File: src/verilog/sysctl_defines.svh
// GPIO widths must stay between 1 and 32. The base is matched against address bits 13:10 only.
`ifndef SYSCTL_DEFINES_SVH
`define SYSCTL_DEFINES_SVH

// Block select.
`define SYSCTL_CSR_BASE 4'h0 // Compared with csr address bits 13:10.

// GPIO port widths.
`define SYSCTL_NINPUTS  16 // Input pins, at most 32.
`define SYSCTL_NOUTPUTS 16 // Output pins, at most 32.

// Identification.
`define SYSCTL_SYSTEMID 32'habadface // Read at the last offset.

`endif

File: src/verilog/csr_pkg.sv
// Offsets live in address bits 3:0. Offsets 3, 7, 11 to 14 are unmapped and read as zero.
package csr_pkg;

	// One bus request, sampled every cycle.
	typedef struct packed {
		logic [13:0] addr;  // Bits 13:10 select the block.
		logic        we;    // Write in this cycle.
		logic [31:0] wdata; // Write data.
	} csr_req_t;

	// Register map of the system controller.
	typedef enum logic [3:0] {
		REG_GPIO_IN     = 4'd0,  // Synchronized inputs, read only.
		REG_GPIO_OUT    = 4'd1,  // Output latch.
		REG_GPIO_IRQEN  = 4'd2,  // Per-bit change enable.
		REG_T0_CTRL     = 4'd4,  // Bit 0 trig, bit 1 ar, bit 2 en.
		REG_T0_COMPARE  = 4'd5,
		REG_T0_COUNTER  = 4'd6,
		REG_T1_CTRL     = 4'd8,  // Same layout as timer 0.
		REG_T1_COMPARE  = 4'd9,
		REG_T1_COUNTER  = 4'd10,
		REG_SYSTEMID    = 4'd15  // Constant, read only.
	} csr_reg_e;

endpackage

File: src/verilog/sysctl_pkg.sv
// Status words are fixed at 32 bits. Narrower GPIO ports are zero-extended by the blocks.
package sysctl_pkg;

	// Decoded write to one timer.
	typedef struct packed {
		logic        wr_ctrl;    // Load en and ar, clear trig.
		logic        wr_compare; // Load compare.
		logic        wr_counter; // Load counter.
		logic [31:0] wdata;      // Shared write data.
	} timer_cmd_t;

	// Timer state for readback.
	typedef struct packed {
		logic        en;      // Counting.
		logic        ar;      // Reload to 1 on match.
		logic        trig;    // Sticky match flag.
		logic [31:0] counter;
		logic [31:0] compare;
	} timer_stat_t;

	// Decoded write to the GPIO block.
	typedef struct packed {
		logic        wr_out;   // Load output latch.
		logic        wr_irqen; // Load interrupt enables.
		logic [31:0] wdata;
	} gpio_cmd_t;

	// GPIO state for readback.
	typedef struct packed {
		logic [31:0] in_sync; // After the two flop synchronizer.
		logic [31:0] outputs;
		logic [31:0] irqen;
	} gpio_stat_t;

	// Interrupt pulses leaving the controller.
	typedef struct packed {
		logic gpio;   // Enabled input changed.
		logic timer0; // Timer 0 matched.
		logic timer1; // Timer 1 matched.
	} sysctl_irq_t;

endpackage

File: src/verilog/sysctl_csr.sv
// Only address bits 3:0 are decoded. The registers alias across the rest of the window.
`timescale 1ns/100ps
`include "sysctl_defines.svh"

module sysctl_csr (
	input  logic                    sys_clk,
	input  logic                    sys_rst,
	input  csr_pkg::csr_req_t       req,
	output logic [31:0]             csr_do,
	output sysctl_pkg::gpio_cmd_t   gpio_cmd,
	input  sysctl_pkg::gpio_stat_t  gpio_stat,
	output sysctl_pkg::timer_cmd_t  t0_cmd,
	output sysctl_pkg::timer_cmd_t  t1_cmd,
	input  sysctl_pkg::timer_stat_t t0_stat,
	input  sysctl_pkg::timer_stat_t t1_stat
);

	import csr_pkg::*;
	import sysctl_pkg::*;

	logic        selected; // Base matches.
	logic        wr;       // Write to this block.
	csr_reg_e    offset;
	logic [31:0] rdata;    // Unregistered read mux.

	// Control word layout for readback.
	function automatic logic [31:0] ctrl_word(input timer_stat_t s);
		return {29'd0, s.en, s.ar, s.trig};
	endfunction

	assign selected = (req.addr[13:10] == `SYSCTL_CSR_BASE);
	assign wr = selected & req.we;
	assign offset = csr_reg_e'(req.addr[3:0]);

	// Write strobes, valid in the request cycle.
	always_comb begin
		gpio_cmd = '0;
		t0_cmd = '0;
		t1_cmd = '0;
		gpio_cmd.wdata = req.wdata; // Data fans out to all blocks.
		t0_cmd.wdata = req.wdata;
		t1_cmd.wdata = req.wdata;
		if (wr) begin
			case (offset)
				REG_GPIO_OUT:   gpio_cmd.wr_out = 1'b1;
				REG_GPIO_IRQEN: gpio_cmd.wr_irqen = 1'b1;
				REG_T0_CTRL:    t0_cmd.wr_ctrl = 1'b1;
				REG_T0_COMPARE: t0_cmd.wr_compare = 1'b1;
				REG_T0_COUNTER: t0_cmd.wr_counter = 1'b1;
				REG_T1_CTRL:    t1_cmd.wr_ctrl = 1'b1;
				REG_T1_COMPARE: t1_cmd.wr_compare = 1'b1;
				REG_T1_COUNTER: t1_cmd.wr_counter = 1'b1;
				default: ; // Inputs and ID are read only.
			endcase
		end
	end

	// Read mux sees state from before this cycle's write.
	always_comb begin
		case (offset)
			REG_GPIO_IN:    rdata = gpio_stat.in_sync;
			REG_GPIO_OUT:   rdata = gpio_stat.outputs;
			REG_GPIO_IRQEN: rdata = gpio_stat.irqen;
			REG_T0_CTRL:    rdata = ctrl_word(t0_stat);
			REG_T0_COMPARE: rdata = t0_stat.compare;
			REG_T0_COUNTER: rdata = t0_stat.counter;
			REG_T1_CTRL:    rdata = ctrl_word(t1_stat);
			REG_T1_COMPARE: rdata = t1_stat.compare;
			REG_T1_COUNTER: rdata = t1_stat.counter;
			REG_SYSTEMID:   rdata = `SYSCTL_SYSTEMID;
			default:        rdata = 32'd0; // Unmapped.
		endcase
	end

	always_ff @(posedge sys_clk) begin
		if (sys_rst)
			csr_do <= 32'd0;
		else
			csr_do <= selected ? rdata : 32'd0; // Quiet when not addressed.
	end

	// At most one register may change per request across all blocks.
	a_one_strobe: assert property (@(posedge sys_clk) disable iff (sys_rst)
		$onehot0({gpio_cmd.wr_out, gpio_cmd.wr_irqen,
			t0_cmd.wr_ctrl, t0_cmd.wr_compare, t0_cmd.wr_counter,
			t1_cmd.wr_ctrl, t1_cmd.wr_compare, t1_cmd.wr_counter}));

endmodule

File: src/verilog/sysctl_gpio.sv
// Inputs may be asynchronous. Several bits changing together still give one irq cycle.
`timescale 1ns/100ps
`include "sysctl_defines.svh"

module sysctl_gpio (
	input  logic                        sys_clk,
	input  logic                        sys_rst,
	input  logic [`SYSCTL_NINPUTS-1:0]  gpio_inputs,
	input  sysctl_pkg::gpio_cmd_t       cmd,
	output logic [`SYSCTL_NOUTPUTS-1:0] gpio_outputs,
	output sysctl_pkg::gpio_stat_t      stat,
	output logic                        irq
);

	logic [`SYSCTL_NINPUTS-1:0] in_meta; // First synchronizer stage.
	logic [`SYSCTL_NINPUTS-1:0] in_sync; // Second stage, safe to use.
	logic [`SYSCTL_NINPUTS-1:0] in_prev; // Last cycle's synchronized value.
	logic [`SYSCTL_NINPUTS-1:0] irqen;   // Change interrupt enables.
	logic [`SYSCTL_NINPUTS-1:0] changed; // Bits that toggled.

	// Synchronizer and history.
	always_ff @(posedge sys_clk) begin
		in_meta <= gpio_inputs;
		in_sync <= in_meta;
		in_prev <= in_sync; // Feeds the edge detector.
	end

	assign changed = in_prev ^ in_sync; // Either edge.

	always_ff @(posedge sys_clk) begin
		if (sys_rst) begin
			gpio_outputs <= '0;
			irqen <= '0;
			irq <= 1'b0;
		end else begin
			irq <= |(changed & irqen); // One pulse per change event.
			if (cmd.wr_out)
				gpio_outputs <= cmd.wdata[`SYSCTL_NOUTPUTS-1:0];
			if (cmd.wr_irqen)
				irqen <= cmd.wdata[`SYSCTL_NINPUTS-1:0];
		end
	end

	// Readback, padded to the bus width.
	assign stat = '{
		in_sync: 32'(in_sync),
		outputs: 32'(gpio_outputs),
		irqen:   32'(irqen)
	};

	// The pulse is built from the enables of the cycle before it.
	a_irq_enabled: assert property (@(posedge sys_clk) disable iff (sys_rst)
		irq |-> ($past(irqen) != '0));

endmodule

File: src/verilog/sysctl_timer.sv
// Counting stops only at compare. A compare below the counter is reached after a 32-bit wrap.
`timescale 1ns/100ps

module sysctl_timer (
	input  logic                    sys_clk,
	input  logic                    sys_rst,
	input  sysctl_pkg::timer_cmd_t  cmd,
	output sysctl_pkg::timer_stat_t stat,
	output logic                    irq
);

	logic        en;      // Counting enabled.
	logic        ar;      // Autoreload.
	logic        trig;    // Sticky, cleared by a control write.
	logic [31:0] counter;
	logic [31:0] compare;
	logic        match;   // Counter has reached compare.
	logic        fire;    // Match while running.

	assign match = (counter == compare);
	assign fire = en & match;

	always_ff @(posedge sys_clk) begin
		if (sys_rst) begin
			en <= 1'b0;
			ar <= 1'b0;
			trig <= 1'b0;
			counter <= '0;
			compare <= '1; // Far away until software sets it.
			irq <= 1'b0;
		end else begin
			// A control write in the match cycle swallows the event.
			irq <= fire & ~cmd.wr_ctrl;

			if (en & ~match)
				counter <= counter + 32'd1;
			if (fire) begin
				trig <= 1'b1;
				if (ar)
					counter <= 32'd1; // Period is compare cycles.
				else
					en <= 1'b0;       // One shot.
			end

			// Software writes win over the count update.
			if (cmd.wr_ctrl) begin
				trig <= 1'b0;
				ar <= cmd.wdata[1];
				en <= cmd.wdata[2];
			end
			if (cmd.wr_compare)
				compare <= cmd.wdata;
			if (cmd.wr_counter)
				counter <= cmd.wdata;
		end
	end

	assign stat = '{
		en:      en,
		ar:      ar,
		trig:    trig,
		counter: counter,
		compare: compare
	};

	// Every pulse leaves the sticky flag behind.
	a_irq_trig: assert property (@(posedge sys_clk) disable iff (sys_rst)
		irq |-> trig);

	// The slave decodes a single offset per request.
	a_one_cmd: assert property (@(posedge sys_clk) disable iff (sys_rst)
		$onehot0({cmd.wr_ctrl, cmd.wr_compare, cmd.wr_counter}));

endmodule

File: src/verilog/sysctl_top.sv
// Interrupts are single cycle pulses. Software reads the sticky trig bits to recover timer events.
`timescale 1ns/100ps
`include "sysctl_defines.svh"

module sysctl_top (
	input  logic                        sys_clk,
	input  logic                        sys_rst,
	input  csr_pkg::csr_req_t           csr_req,
	output logic [31:0]                 csr_do,
	input  logic [`SYSCTL_NINPUTS-1:0]  gpio_inputs,
	output logic [`SYSCTL_NOUTPUTS-1:0] gpio_outputs,
	output sysctl_pkg::sysctl_irq_t     irq
);

	import sysctl_pkg::*;

	gpio_cmd_t   gpio_cmd;  // Slave to GPIO.
	gpio_stat_t  gpio_stat;
	timer_cmd_t  t0_cmd;    // Slave to timers.
	timer_cmd_t  t1_cmd;
	timer_stat_t t0_stat;
	timer_stat_t t1_stat;
	logic        gpio_irq;
	logic        t0_irq;
	logic        t1_irq;

	sysctl_csr csr (
		.sys_clk   (sys_clk),
		.sys_rst   (sys_rst),
		.req       (csr_req),
		.csr_do    (csr_do),
		.gpio_cmd  (gpio_cmd),
		.gpio_stat (gpio_stat),
		.t0_cmd    (t0_cmd),
		.t1_cmd    (t1_cmd),
		.t0_stat   (t0_stat),
		.t1_stat   (t1_stat)
	);

	sysctl_gpio gpio (
		.sys_clk      (sys_clk),
		.sys_rst      (sys_rst),
		.gpio_inputs  (gpio_inputs),
		.cmd          (gpio_cmd),
		.gpio_outputs (gpio_outputs),
		.stat         (gpio_stat),
		.irq          (gpio_irq)
	);

	sysctl_timer timer0 (
		.sys_clk (sys_clk),
		.sys_rst (sys_rst),
		.cmd     (t0_cmd),
		.stat    (t0_stat),
		.irq     (t0_irq)
	);

	sysctl_timer timer1 (
		.sys_clk (sys_clk),
		.sys_rst (sys_rst),
		.cmd     (t1_cmd),
		.stat    (t1_stat),
		.irq     (t1_irq)
	);

	assign irq = '{gpio: gpio_irq, timer0: t0_irq, timer1: t1_irq}; // All registered.

endmodule
File: config.mk
export PLATFORM = sky130hd
export DESIGN_NAME = sysctl_top
export DESIGN_NICKNAME = d
export VERILOG_FILES = /design/src/verilog/csr_pkg.sv /design/src/verilog/sysctl_pkg.sv /design/src/verilog/sysctl_csr.sv /design/src/verilog/sysctl_gpio.sv /design/src/verilog/sysctl_timer.sv /design/src/verilog/sysctl_top.sv
export VERILOG_INCLUDE_DIRS = /design/src /design/src/verilog
export SDC_FILE = /design/constraint.sdc
export NUM_CORES = 1
export LEC_CHECK = 0
export ABC_CLOCK_PERIOD_IN_PS = 2000
export BUFFER_PORTS_ARGS = -buffer_cell sky130_fd_sc_hd__clkbuf_2
export CORE_MARGIN = 2
export CORE_UTILIZATION = 25
export CTS_BUF_LIST = sky130_fd_sc_hd__clkbuf_8
export DETAILED_ROUTE_END_ITERATION = 10
export PLACE_DENSITY = 0.44
export RECOVER_POWER = 25
export SYNTH_ARGS = -nofsm -noshare
export SYNTH_HDL_FRONTEND = slang
export SYNTH_SLANG_ARGS = --single-unit
File: constraint.sdc
create_clock -name sys_clk -period 2 [get_ports sys_clk]
set_input_delay 0.1 -clock sys_clk [delete_from_list [all_inputs] [get_ports sys_clk]]
set_output_delay 0.1 -clock sys_clk [all_outputs]
set_load 0.05 [all_outputs]
Word-level counts from Yosys, hierarchy flattened
Cells that the tools add are included.
{ "word_totals": {"regBits": 249, "input_bits": 65, "output_inout_bits": 51, "wordCells": 84} }
{ "classes": {"n_addsub": 2, "n_eq_ne": 13, "muxes": 26, "n_bitwise": 14, "reduce_logical": 10} }
{ "op_table": {"columns": ["operator", "n"], "rows": [
  ["$pmux 32 s10", 1],
  ["$mux 32", 8],
  ["$add 32x1->32 const B", 2],
  ["$eq 32x32->1", 2],
  ["$and 16x16->16", 1],
  ["$eq 4x4->1 const B", 4],
  ["$reduce_or 16->1", 1],
  ["$xor 16x16->16", 1],
  ["$mux 1", 14],
  ["$eq 4x3->1 const B", 3],
  ["$logic_not 4->1", 2],
  ["$and 1x1->1", 7],
  ["$mux 3", 2],
  ["$reduce_or 2->1", 3],
  ["$not 1->1", 5],
  ["$eq 4x1->1 const B", 1],
  ["$eq 4x2->1 const B", 1],
  ["$ne 2x1->1 const B", 2],
  ["$reduce_and 2->1", 2],
  ["$reduce_bool 2->1", 2],
  ["$mux 2", 1]
]} }

Logic depth before layout (Yosys ltp)
Gate-level depths: netlist of run 1.
{ "logic_depth": {"ltp_word": 7, "ltp_mapped": 10, "mapped_depth_nobuf": 7} }

By module
Synthesis of run 1 repeated with hierarchy kept, for this count alone.
{ "hier_totals": {"hier_cells": 1430, "hier_area_um2": 13341.5} }
{ "modules_own_cells": {"columns": ["module", "instances", "cells_per_inst", "area_per_inst_um2", "seq_area_each_um2"], "rows": [
  ["sysctl_timer", 2, 386, 3568.4, 1361.3],
  ["sysctl_csr", 1, 411, 3350.7, 640.6],
  ["sysctl_gpio", 1, 244, 2831.5, 1621.6],
  ["sysctl_top", 1, 3, 22.5, 0.0]
]} }

Worst setup path after synthesis of run 1
OpenSTA, ideal clock, no wires.
{ "synth_path": {"path_type": "register -> register", "startpoint": "register timer0.counter[0]", "endpoint": "register timer0.counter[25]", "setup_ns": 0.129, "t_arrival_ns": 1.935, "t_required_ns": 1.871, "setup_slack_ns": -0.064, "path_stages_with_launch": 9, "path_buffers": 3, "period_less_slack_ns": 2.064, "path_cell_list": "dfxtp_1 buf_2 nand4_1 or4_1 buf_2 or2_0 buf_2 o31a_1 a2bb2oi_1"} }
{ "synth_between": {"elab_chain_cells": 7, "word_cells_on_any_way": 9, "cone_classes": "1 x add/sub; 1 x eq/ne; 4 x mux; 3 x bitwise"} }
{ "synth_rtl": {"columns": ["element", "line_no", "rtl"], "rows": [
  ["start, declared", "sysctl_timer.sv:15", "logic [31:0] counter;"],
  ["start signal, assigned", "sysctl_timer.sv:36", "counter <= counter + 32'd1;"],
  ["start signal, assigned", "sysctl_timer.sv:54", "counter <= cmd.wdata;"],
  ["parallel branches: the longest is 5 deep, another holds $add 32x1->32", null, null],
  ["$mux 32 *", "sysctl_timer.sv:37", "if (fire) begin"],
  ["$mux 32 *", "sysctl_timer.sv:53", "if (cmd.wr_counter)"]
]} }
Mark *: on every way between the ends.
A chain may end at the register's enable or synchronous reset.

Worst setup path after layout of run 1
{ "layout_path": {"startpoint": "register timer1.compare[10]", "endpoint": "register timer1.counter[4]"} }
{ "layout_between": {"elab_chain_cells": 7, "word_cells_on_any_way": 8, "cone_classes": "1 x eq/ne; 4 x mux; 3 x bitwise"} }
{ "layout_rtl": {"columns": ["element", "line_no", "rtl"], "rows": [
  ["start, declared", "sysctl_timer.sv:16", "logic [31:0] compare;"],
  ["start signal, assigned", "sysctl_timer.sv:52", "compare <= cmd.wdata;"],
  ["$eq 32x32->1 *", "sysctl_timer.sv:20", "assign match = (counter == compare);"],
  ["$not 1->1", "sysctl_timer.sv:35", "if (en & ~match)"],
  ["$and 1x1->1", "sysctl_timer.sv:35", null],
  ["$mux 32", "sysctl_timer.sv:35", null],
  ["$mux 32", "sysctl_timer.sv:39", "if (ar)"],
  ["$mux 32 *", "sysctl_timer.sv:37", null],
  ["$mux 32 *", "sysctl_timer.sv:53", null],
  ["end signal, assigned", "sysctl_timer.sv:36", null],
  ["end signal, assigned", "sysctl_timer.sv:54", null],
  ["end, declared", "sysctl_timer.sv:15", null]
]} }
Every way passes the cells marked *; elsewhere a longest branch is shown, timed or not.

==> results of run 1 <==
## final timing paths
| path | to | slack, ns | from |
|---|---|---|---|
| max reg2reg | timer1.counter[4] | -0.1 | timer1.compare[10] |
| max | timer1.counter[4] | -0.1 | timer1.compare[10] |
| min reg2reg | gpio.in_sync[6] | 0.32 | gpio.in_meta[6] |
| min | gpio.in_meta[10] | 0.1 | gpio_inputs[10] |
## timing repair
action                     in CTS  in global routing
hold buffers                   49                  0
gates cloned                    2                  4
pin swaps                      24                 70
setup endpoints to repair      66                 67
gates resized for setup        72                141
hold endpoints to repair      172                  0
buffers inserted                8                  9
## area by class of cell
type                            count  area, sq um
Clock buffer                       64        880.8
Clock inverter                     15        137.6
Timing Repair Buffer              438         3503
Inverter                           14        52.55
Tap cell                          607        759.5
Fill cell                        4788        29200
Sequential cell                   249         5040
Multi-Input combinational cell   1020         6888
## registers in the layout, summed over array words and instances, names as in the netlist, 16 cells and up
register           cells
timer0.compare        32
gpio.gpio_outputs     16
gpio.in_prev          16
gpio.in_meta          16
timer1.counter        32
timer1.compare        32
gpio.in_sync          16
csr.csr_do            32
timer0.counter        32
gpio.irqen            16
## synthesized netlist by cell type (6+ instances only)
library cell  number
nand2_1          298
dfxtp_1          249
nand3_1           98
clkbuf_1          88
a21oi_1           74
a22oi_1           72
xor2_1            55
xnor2_1           40
nor2_1            36
buf_2             31
a31oi_1           29
nand4_1           29
nor4_1            29
buf_4             25
o21ai_1           25
o31ai_1           18
o21ai_0           17
inv_1             12
a221oi_1          11
and3_1            11
o41ai_1           11
a222oi_1          10
a22o_1            10
o41a_1            10
a41oi_1            9
nor3_1             9
and2_1             7
a32oi_1            6
and4_1             6
mux2i_1            6
nand2b_1           6
nor2b_1            6
or3_1              6
## kinds of logic (layout without fill, tap and decap cells)
| logic type | Yosys count | after routing | synth area share, % |
|---|---|---|---|
| and+or+nand+nor | 571 | 572 | 22.80 |
| AOI/OAI and AO/OA | 342 | 342 | 20.52 |
| DFF | 249 | 249 | 42.41 |
| buffers and inverters | 158 | 531 | 6.174 |
| xor gates and xnor gates | 95 | 95 | 7.079 |
| muxes | 9 | 9 | 0.7984 |
| adders and majority gates | 2 | 2 | 0.2129 |
## critical path, cell delays in order (launching register included)
cell and delay (ns):
dfxtp_2 0.33, xor2_1 0.17, nor4_2 0.32, nand4_1 0.24, or2_4 0.36, buf_6 0.13
and3_4 0.16, a221o_1 0.29
## through the flow
stage / power [mW] / hold WS (ns) / setup WS [ns]
final: 11.48 / 0.09632 / -0.09521
after global routing: 11.92 / 0.07639 / -0.2002
after CTS: 11.58 / 0.05160 / -0.04044
after detailed placement: 5.959 / 0.2039 / -0.1952
after global placement: 5.955 / 0.2027 / -0.2423
after floorplan: 5.538 / 0.1277 / -0.02289
## per-layer routing
layer | GRT usage (%) | vias to the layer above
li1 | - | 5823
met1 | 29.46 | 5975
met2 | 31.37 | 400
met3 | 3.120 | 79
met4 | 6.538 | 0
met5 | 0 | -
## power by group through the flow
stage | logic, mW | registers [mW] | clock network, mW
after detailed placement | 0.744 | 5.21 | 0
final | 0.916 | 5.10 | 5.46
after floorplan | 0.336 | 5.20 | 0
after CTS | 0.865 | 5.10 | 5.61
after global placement | 0.743 | 5.21 | 0
after global routing | 0.969 | 5.11 | 5.83
==> flow_metrics.env, run 1 <==
export IMPL_fin_crit_ns=2.095
export IMPL_min_path_cells=2
export IMPL_synthesis_nets=1493
export IMPL_clk_latency_ns=0.64
export IMPL_cts_root_buf="clkbuf_8"
export IMPL_final_setup_worst_slack_ns=-0.09521
export IMPL_seq_area_frac_synth_pct=42.41
export IMPL_p_switching_mw=2.955
export IMPL_initial_core_util_pct=25.30
export IMPL_cap_viol_max_count=0
export IMPL_clkTransAtPathRegs_ns=0.07
export IMPL_drtAntennaViolNets=0
export IMPL_hold_class="in2reg"
export IMPL_slew_viol_final=0
export IMPL_synth_cell_types=71
export IMPL_cp_end_kind="register"
export IMPL_area_growth_pct=46.86
export IMPL_numCtsBuffers=46
export IMPL_syn_inst=1426
export IMPL_dieArea_sq_mm=0.04877
export IMPL_avgSynthCellArea_sq_um=8.242
export IMPL_cts_tree="yes"
export IMPL_worst_ep_arrival_time_ns=2.62
export IMPL_grt_setup_unrepaired="yes"
export IMPL_leakage_nw=6.657
export IMPL_die_h_microns=220.8
export IMPL_ys_warn_count=0
export IMPL_final_common_cell="nand2_1"
export IMPL_synth_seq_cells=249
export IMPL_setup_tns_final_ns=-2.015
export IMPL_p_seq_share_pct=44.4
export IMPL_core_area_sq_mm=0.04646
export IMPL_period_share_pct=104.8
export IMPL_io_pins=116
export IMPL_dp_cells=2260
export IMPL_violations="negative setup slack"
export IMPL_crit_path_start_kind="register"
export IMPL_antenna_cells=0
export IMPL_place_area_sq_mm=0.01456
export IMPL_synth_async_sr_flop_share_pct=0
export IMPL_swShare_pct=25.73
export IMPL_crit_type="reg2reg"
export IMPL_worstMarginPinSlew_ns=0.6828
export IMPL_power_density_mw_per_mm2=665.3
export IMPL_reg2reg_depth=7
export IMPL_synth_ff_type="dfxtp_1"
export IMPL_synth_edff_count=0
export IMPL_relSlewSlack_pct=54.48
export IMPL_comb_power_share_pct=8.0
export IMPL_synth_area_leaders="dfxtp_1 (42%), nand2_1 (9.5%), a22oi_1 (4.6%)"
export IMPL_fin_cells=2407
export IMPL_grt_pass1_vias=11774
export IMPL_placementRows=79
export IMPL_synth_area_sq_mm=0.01175
export IMPL_fin_util_pct=37.16
export IMPL_grt_overflow_total=0
export IMPL_cp_required_ns=2.53
export IMPL_fin_area_sq_mm=0.01726
export IMPL_vias=12277
export IMPL_htree_levels=2
export IMPL_remaining_drc_errors=0
export IMPL_route_met2_wl_mm=22.79
export IMPL_dp_hpwl_mm=37.19
export IMPL_drtIter0Drc=1048
export IMPL_grt_pass1_wl_mm=76.33
export IMPL_track_usage_pct=20.51
export IMPL_vias_per_cell=5.101
export IMPL_yosysTopAreaCellShare_pct=42.41
export IMPL_mostFrequentLayoutCells="nand2_1 (292), buf_4 (230), dfxtp_1 (217), clkbuf_2 (110), nand3_1 (97)"
export IMPL_highest_layer="met4"
export IMPL_io_buffers=109
export IMPL_drive_above_1_share_pct=35.17
export IMPL_die_w_microns=220.8
export IMPL_ir_worst_vdd_mv=0.4794
export IMPL_finalSetupViolCount=48
export IMPL_finalClockSkew_ns=0.02609
export IMPL_intPower_mw=8.529
export IMPL_place_gp_congestion=0.8807
export IMPL_nNetsFinal=1836
export IMPL_wl_mm=51.89
export IMPL_path_max_fanout=6
export IMPL_yosys_area_top_type="dfxtp_1"
export IMPL_wirelength_met1_mm=24.65
export IMPL_wire_per_inst_microns=21.56
export IMPL_clockBufferDepth=3
export IMPL_cts_num_sinks=249
export IMPL_antenna_found_initial=0
export IMPL_grt_max_degree=40
export IMPL_p_clk_share_pct=47.6
export IMPL_status="complete, but fails checks"
export IMPL_dr_pass1_iters=6
export IMPL_wl_met3_mm=2.995
export IMPL_finalHoldViolations=0
export IMPL_fmax_ghz=0.4773
No activity file was read; power rests on OpenSTA's default activity.
==> run 2: changes to the inputs <==
--- a/config.mk
+++ b/config.mk
@@ -12,8 +12,9 @@
 export CORE_UTILIZATION = 25
 export CTS_BUF_LIST = sky130_fd_sc_hd__clkbuf_8
 export DETAILED_ROUTE_END_ITERATION = 10
-export PLACE_DENSITY = 0.44
+export PLACE_DENSITY = 0.43
 export RECOVER_POWER = 25
 export SYNTH_ARGS = -nofsm -noshare
 export SYNTH_HDL_FRONTEND = slang
+export SYNTH_HIERARCHICAL = 1
 export SYNTH_SLANG_ARGS = --single-unit
==> flow_metrics.env, run 2 <==
export IMPL_top_usage_layer="met2"
export IMPL_track_usage_pct=17.31
export IMPL_nNetsFinal=1732
export IMPL_reg2reg_depth=9
export IMPL_antenna_found_initial=0
export IMPL_grt_met1_usage_pct=24.43
export IMPL_reg2reg_from="timer1/counter[31]"
export IMPL_final_common_cell="dfxtp_1"
export IMPL_worst_ep_arrival_time_ns=2.60
export IMPL_cts_root_buf="clkbuf_8"
export IMPL_clk_latency_ns=0.59
export IMPL_area_growth_pct=30.05
export IMPL_finalHoldViolations=0
export IMPL_place_ws_ns=-0.4912
export IMPL_cp_startpoint="timer1/counter[31]"
export IMPL_clkTransAtPathRegs_ns=0.06
export IMPL_grt_pass1_vias=10707
export IMPL_clockBufferDepth=3
export IMPL_grt_use_met2_pct=27.26
export IMPL_fmax_ghz=0.4792
export IMPL_remaining_drc_errors=0
export IMPL_crit_path_start_kind="register"
export IMPL_io_pins=116
export IMPL_grt_pass1_wl_mm=69.59
export IMPL_cap_viol_max_count=0
export IMPL_finalSetupViolCount=42
export IMPL_worstMarginPinSlew_ns=0.7727
export IMPL_slew_viol_final=0
export IMPL_hp_start="csr_req[32]"
export IMPL_path_max_fanout=9
export IMPL_min_path_cells=3
export IMPL_drtAntennaViolNets=0
export IMPL_fin_crit_ns=2.087
export IMPL_io_buffers=109
export IMPL_wl_mm=48.70
export IMPL_setup_tns_final_ns=-1.636
export IMPL_drive_above_1_share_pct=33.18
export IMPL_cp_end_kind="register"
export IMPL_vias_per_cell=4.631
export IMPL_ir_worst_vdd_mv=0.6134
export IMPL_htree_levels=2
export IMPL_fillCellCount=5487
export IMPL_mostFrequentLayoutCells="dfxtp_1 (234), buf_4 (212), clkbuf_2 (108), nand2_1 (105), nor2b_1 (67)"
export IMPL_grt_setup_unrepaired="yes"
export IMPL_fin_cells=2385
export IMPL_die_w_microns=234.0
export IMPL_dp_cells=2246
export IMPL_initial_core_util_pct=25.21
export IMPL_cts_tree="yes"
export IMPL_dieArea_sq_mm=0.05474
export IMPL_numCtsBuffers=45
export IMPL_relSlewSlack_pct=48.49
export IMPL_grtUsageMet3_pct=2.748
export IMPL_dr_pass1_iters=5
export IMPL_grt_max_degree=60
export IMPL_hold_class="in2reg"
export IMPL_antenna_cells=0
export IMPL_status="complete, but fails checks"
export IMPL_rrSetupSlack_ns=-0.09
export IMPL_synth_area_sq_mm=0.01322
export IMPL_ys_warn_count=6
export IMPL_leakage_nw=6.479
export IMPL_core_area_sq_mm=0.05245
export IMPL_placementRows=84
export IMPL_crit_type="reg2reg"
export IMPL_period_share_pct=104.3
export IMPL_dp_hpwl_mm=36.42
export IMPL_power_density_mw_per_mm2=635.7
export IMPL_finalClockSkew_ns=0.03129
export IMPL_drtIter0Drc=880
export IMPL_cts_num_sinks=249
export IMPL_vias=11046
export IMPL_avgSynthCellArea_sq_um=9.350
export IMPL_grt_overflow_total=0
export IMPL_die_h_microns=234.0
export IMPL_syn_inst=1414
export IMPL_cp_required_ns=2.51
export IMPL_final_setup_worst_slack_ns=-0.08687
export IMPL_violations="negative setup slack"
export IMPL_place_gp_congestion=0.8896
export IMPL_wire_per_inst_microns=20.42
[run 2: routing by layer]
layer / up-vias / wire length (microns)
li1: 5286 / -
met2: 342 / 21480
met1: 5353 / 23310
met3: 65 / 2673
met5: - / 0
met4: 0 / 1239
[run 2: final timing paths]
check	to
max	timer1/counter[2]
min	timer0/counter[0]
max reg2reg	timer1/counter[2]
min reg2reg	gpio/in_sync[4]
[run 2: final cells by class]
type | instances | area (sq um) | area share [%]
clock buffers | 54 | 743.2 | 4.323
clock inverters | 25 | 215.2 | 1.252
inverters | 23 | 86.33 | 0.5021
multi-input cells | 950 | 7162 | 41.65
flip-flops and latches | 249 | 5006 | 29.12
well taps | 688 | 860.8 | 5.007
repair buffers | 396 | 3120 | 18.15
[run 2: what timing repair did]
action / CTS / global route
gates resized for setup: 47 / 66
gates cloned: 1 / 4
setup buffers: 3 / 4
hold buffers: 49 / 0
endpoints found under the setup margin: 69 / 64
pin swaps: 10 / 28
endpoints found under the hold margin: 177 / 0
[run 2: report_power, final]
part / leakage [nW] / internal, mW / total (mW) / switching, mW
Clock: 0.530 / 2.86 / 5.13 / 2.27
Combinational: 3.92 / 0.295 / 0.742 / 0.447
Sequential: 2.03 / 5.02 / 5.06 / 0.0398
[run 2: worst max-delay path, stage by stage, from the launching register on]
cell and delay, ns:
dfxtp_2 0.34, xor2_2 0.19, nor4_4 0.46, nand4_4 0.19, o21ai_4 0.19, buf_12 0.15, buf_12 0.13, buf_4 0.11
o21ai_2 0.05, a311oi_2 0.21
[run 2: through the flow]
step / power (mW) / utilization, % / hold slack, ns / cell area, sq um
2_1_floorplan: 5.656 / - / 0.1277 / 13400
5_1_grt: 11.37 / 32.78 / 0.1171 / 17190
3_5_place_dp: 5.800 / 28.81 / 0.2039 / 15110
3_3_place_gp: 5.799 / 28.81 / 0.2038 / 15110
4_1_cts: 11.07 / 32.07 / 0.08240 / 16820
6_report: 10.93 / 32.78 / 0.1137 / 17190
==> run 3: changes to the inputs <==
--- a/config.mk
+++ b/config.mk
@@ -9,10 +9,10 @@
 export ABC_CLOCK_PERIOD_IN_PS = 2000
 export BUFFER_PORTS_ARGS = -buffer_cell sky130_fd_sc_hd__clkbuf_2
 export CORE_MARGIN = 2
-export CORE_UTILIZATION = 25
+export CORE_UTILIZATION = 50
 export CTS_BUF_LIST = sky130_fd_sc_hd__clkbuf_8
 export DETAILED_ROUTE_END_ITERATION = 10
-export PLACE_DENSITY = 0.43
+export PLACE_DENSITY = 0.73
 export RECOVER_POWER = 25
 export SYNTH_ARGS = -nofsm -noshare
 export SYNTH_HDL_FRONTEND = slang
==> flow_metrics.env, run 3 (synthesized netlist as in run 2, its figures left out) <==
export IMPL_status="complete, but fails checks"
export IMPL_violations="negative setup slack"
export IMPL_worstMarginPinSlew_ns=0.5959
export IMPL_io_pins=116
export IMPL_die_w_microns=166.6
export IMPL_finalClockSkew_ns=0.03169
export IMPL_area_growth_pct=26.12
export IMPL_grt_max_degree=65
export IMPL_drive_above_1_share_pct=34.03
export IMPL_slowest_delay_ns=0.35
export IMPL_nNetsFinal=1702
export IMPL_crit_chain="xor2_2 > nor4_2 > buf_4 > nand4_4 > buf_6 > nor3_4 > a21oi_2 > nand2b_1 > buf_6 > buf_6 > o21ai_1"
export IMPL_leakage_nw=6.345
export IMPL_place_gp_congestion=0.9412
export IMPL_initial_core_util_pct=50.88
export IMPL_slew_viol_final=0
export IMPL_regArea_sq_mm=0.005007
export IMPL_fillCellCount=2066
export IMPL_dp_cells=1850
export IMPL_critical_path_top_delay_family="simple AND/OR/NAND/NOR gates"
export IMPL_grt_overflow_total=0
export IMPL_remaining_drc_errors=0
export IMPL_numCtsBuffers=44
export IMPL_fin_crit_ns=2.207
export IMPL_hold_class="in2reg"
export IMPL_drtAntennaViolNets=0
export IMPL_finalHoldViolations=0
export IMPL_fin_cells=2001
export IMPL_hp_start="csr_req[32]"
export IMPL_worst_ep_arrival_time_ns=2.66
export IMPL_multi_input_area_sq_mm=0.007296
export IMPL_die_h_microns=166.6
export IMPL_dr_pass1_iters=7
export IMPL_crit_type="reg2reg"
export IMPL_fmax_ghz=0.4532
export IMPL_wl_mm=42.95
export IMPL_antenna_found_initial=0
export IMPL_cts_root_buf="clkbuf_8"
export IMPL_cp_required_ns=2.45
export IMPL_placementRows=59
export IMPL_grt_pass1_vias=11332
export IMPL_cpMostUsedCell="buf_6"
export IMPL_cp_end_kind="register"
export IMPL_drtIter0Drc=1276
export IMPL_crit_path_start_kind="register"
export IMPL_clk_latency_ns=0.60
export IMPL_setup_tns_final_ns=-8.127
export IMPL_path_max_fanout=5
export IMPL_clkTransAtPathRegs_ns=0.06
export IMPL_antenna_cells=0
export IMPL_place_ws_ns=-0.1597
export IMPL_cts_num_sinks=249
export IMPL_final_setup_worst_slack_ns=-0.2067
export IMPL_mostFrequentLayoutCells="dfxtp_1 (231), buf_4 (171), clkbuf_2 (110), nand2_1 (105), nor2b_1 (66)"
export IMPL_fin_util_pct=64.17
export IMPL_dieArea_sq_mm=0.02776
export IMPL_core_area_sq_mm=0.02598
export IMPL_grt_setup_unrepaired="yes"
export IMPL_cap_viol_max_count=0
export IMPL_io_buffers=109
export IMPL_htree_levels=2
export IMPL_power_density_mw_per_mm2=660.3
export IMPL_vias_per_cell=5.783
export IMPL_path_buf_inv=4
export IMPL_reg2reg_from="timer0/compare[4]"
export IMPL_clockBufferDepth=3
export IMPL_period_share_pct=110.3
export IMPL_place_area_sq_mm=0.01431
export IMPL_cp_slowest_cell="dfxtp_2"
export IMPL_final_common_cell="dfxtp_1"
export IMPL_fin_area_sq_mm=0.01667
export IMPL_cts_tree="yes"
export IMPL_ir_worst_vdd_mv=0.6881
export IMPL_track_usage_pct=29.70
export IMPL_grt_pass1_wl_mm=64.33
export IMPL_wire_per_inst_microns=21.46
export IMPL_finalSetupViolCount=66
export IMPL_relSlewSlack_pct=60.27
export IMPL_vias=11571
export IMPL_cp_startpoint="timer0/compare[4]"
export IMPL_dp_hpwl_mm=29.73
-- run 3: cell count changes in the layout (fill, tap and decap cells not counted), moves of 7 or more --
cell,delta
xor2_2,+7
buf_6,+13
o21ai_1,-12
o21ai_2,+16
buf_4,-41
-- run 3: what timing repair did --
action / 4_1_cts / 5_1_grt
gates resized for setup: 57 / 104
hold buffers: 49 / 0
cloned: 3 / 5
endpoints found under the hold margin: 176 / 0
pin swaps: 12 / 33
setup endpoints to repair: 64 / 67
setup buffers: 10 / 8
-- run 3: through the flow --
stage | power, mW | hold slack, ns
after detailed placement | 5.737 | 0.2039
after global placement | 5.727 | 0.2029
after global routing | 11.35 | 0.05598
after floorplan | 5.656 | 0.1277
final | 11.01 | 0.05523
after CTS | 11.01 | 0.003597
-- run 3: path summary, 6_finish.rpt --
kind | depth (start not counted) | end | slack, ns
worst min-delay path | 3 | timer0/counter[0] | 0.06
worst max-delay path | 11 | timer0/counter[22] | -0.21
worst min register to register | 0 | gpio/in_sync[11] | 0.31
worst max register to register | 11 | timer0/counter[22] | -0.21
-- run 3: worst reg2reg max path, delay by kind of cell (launching register included) --
family	cells	cell delay [ns]
AOI/OAI and AO/OA	2	0.18
xor gates and xnor gates	1	0.20
buffers and inverters	4	0.62
DFF	1	0.35
and+or+nand+nor	4	0.72
-- run 3: area by class of cell --
class / count / share of cell area [%]
repair buffers: 367 / 17.36
flip-flops and latches: 249 / 30.03
clock inverters: 23 / 1.373
inverters: 23 / 0.5177
clock buffers: 54 / 4.457
multi-input cells: 950 / 43.75
well taps: 335 / 2.514
-- run 3: metal layers --
metal | routed length, microns | vias up | global-route usage, %
met2 | 19660 | 638 | 48.72
met3 | 3636 | 143 | 4.658
li1 | - | 5229 | -
met1 | 17280 | 5561 | 38.30
met4 | 2367 | 0 | 14.32
met5 | 0 | - | 0
-- run 3: power breakdown --
group	leakage [nW]	switching [mW]	total, mW	internal, mW
Sequential	2.02	0.0387	5.06	5.02
Clock	0.539	2.25	5.24	2.99
Combinational	3.78	0.427	0.712	0.285
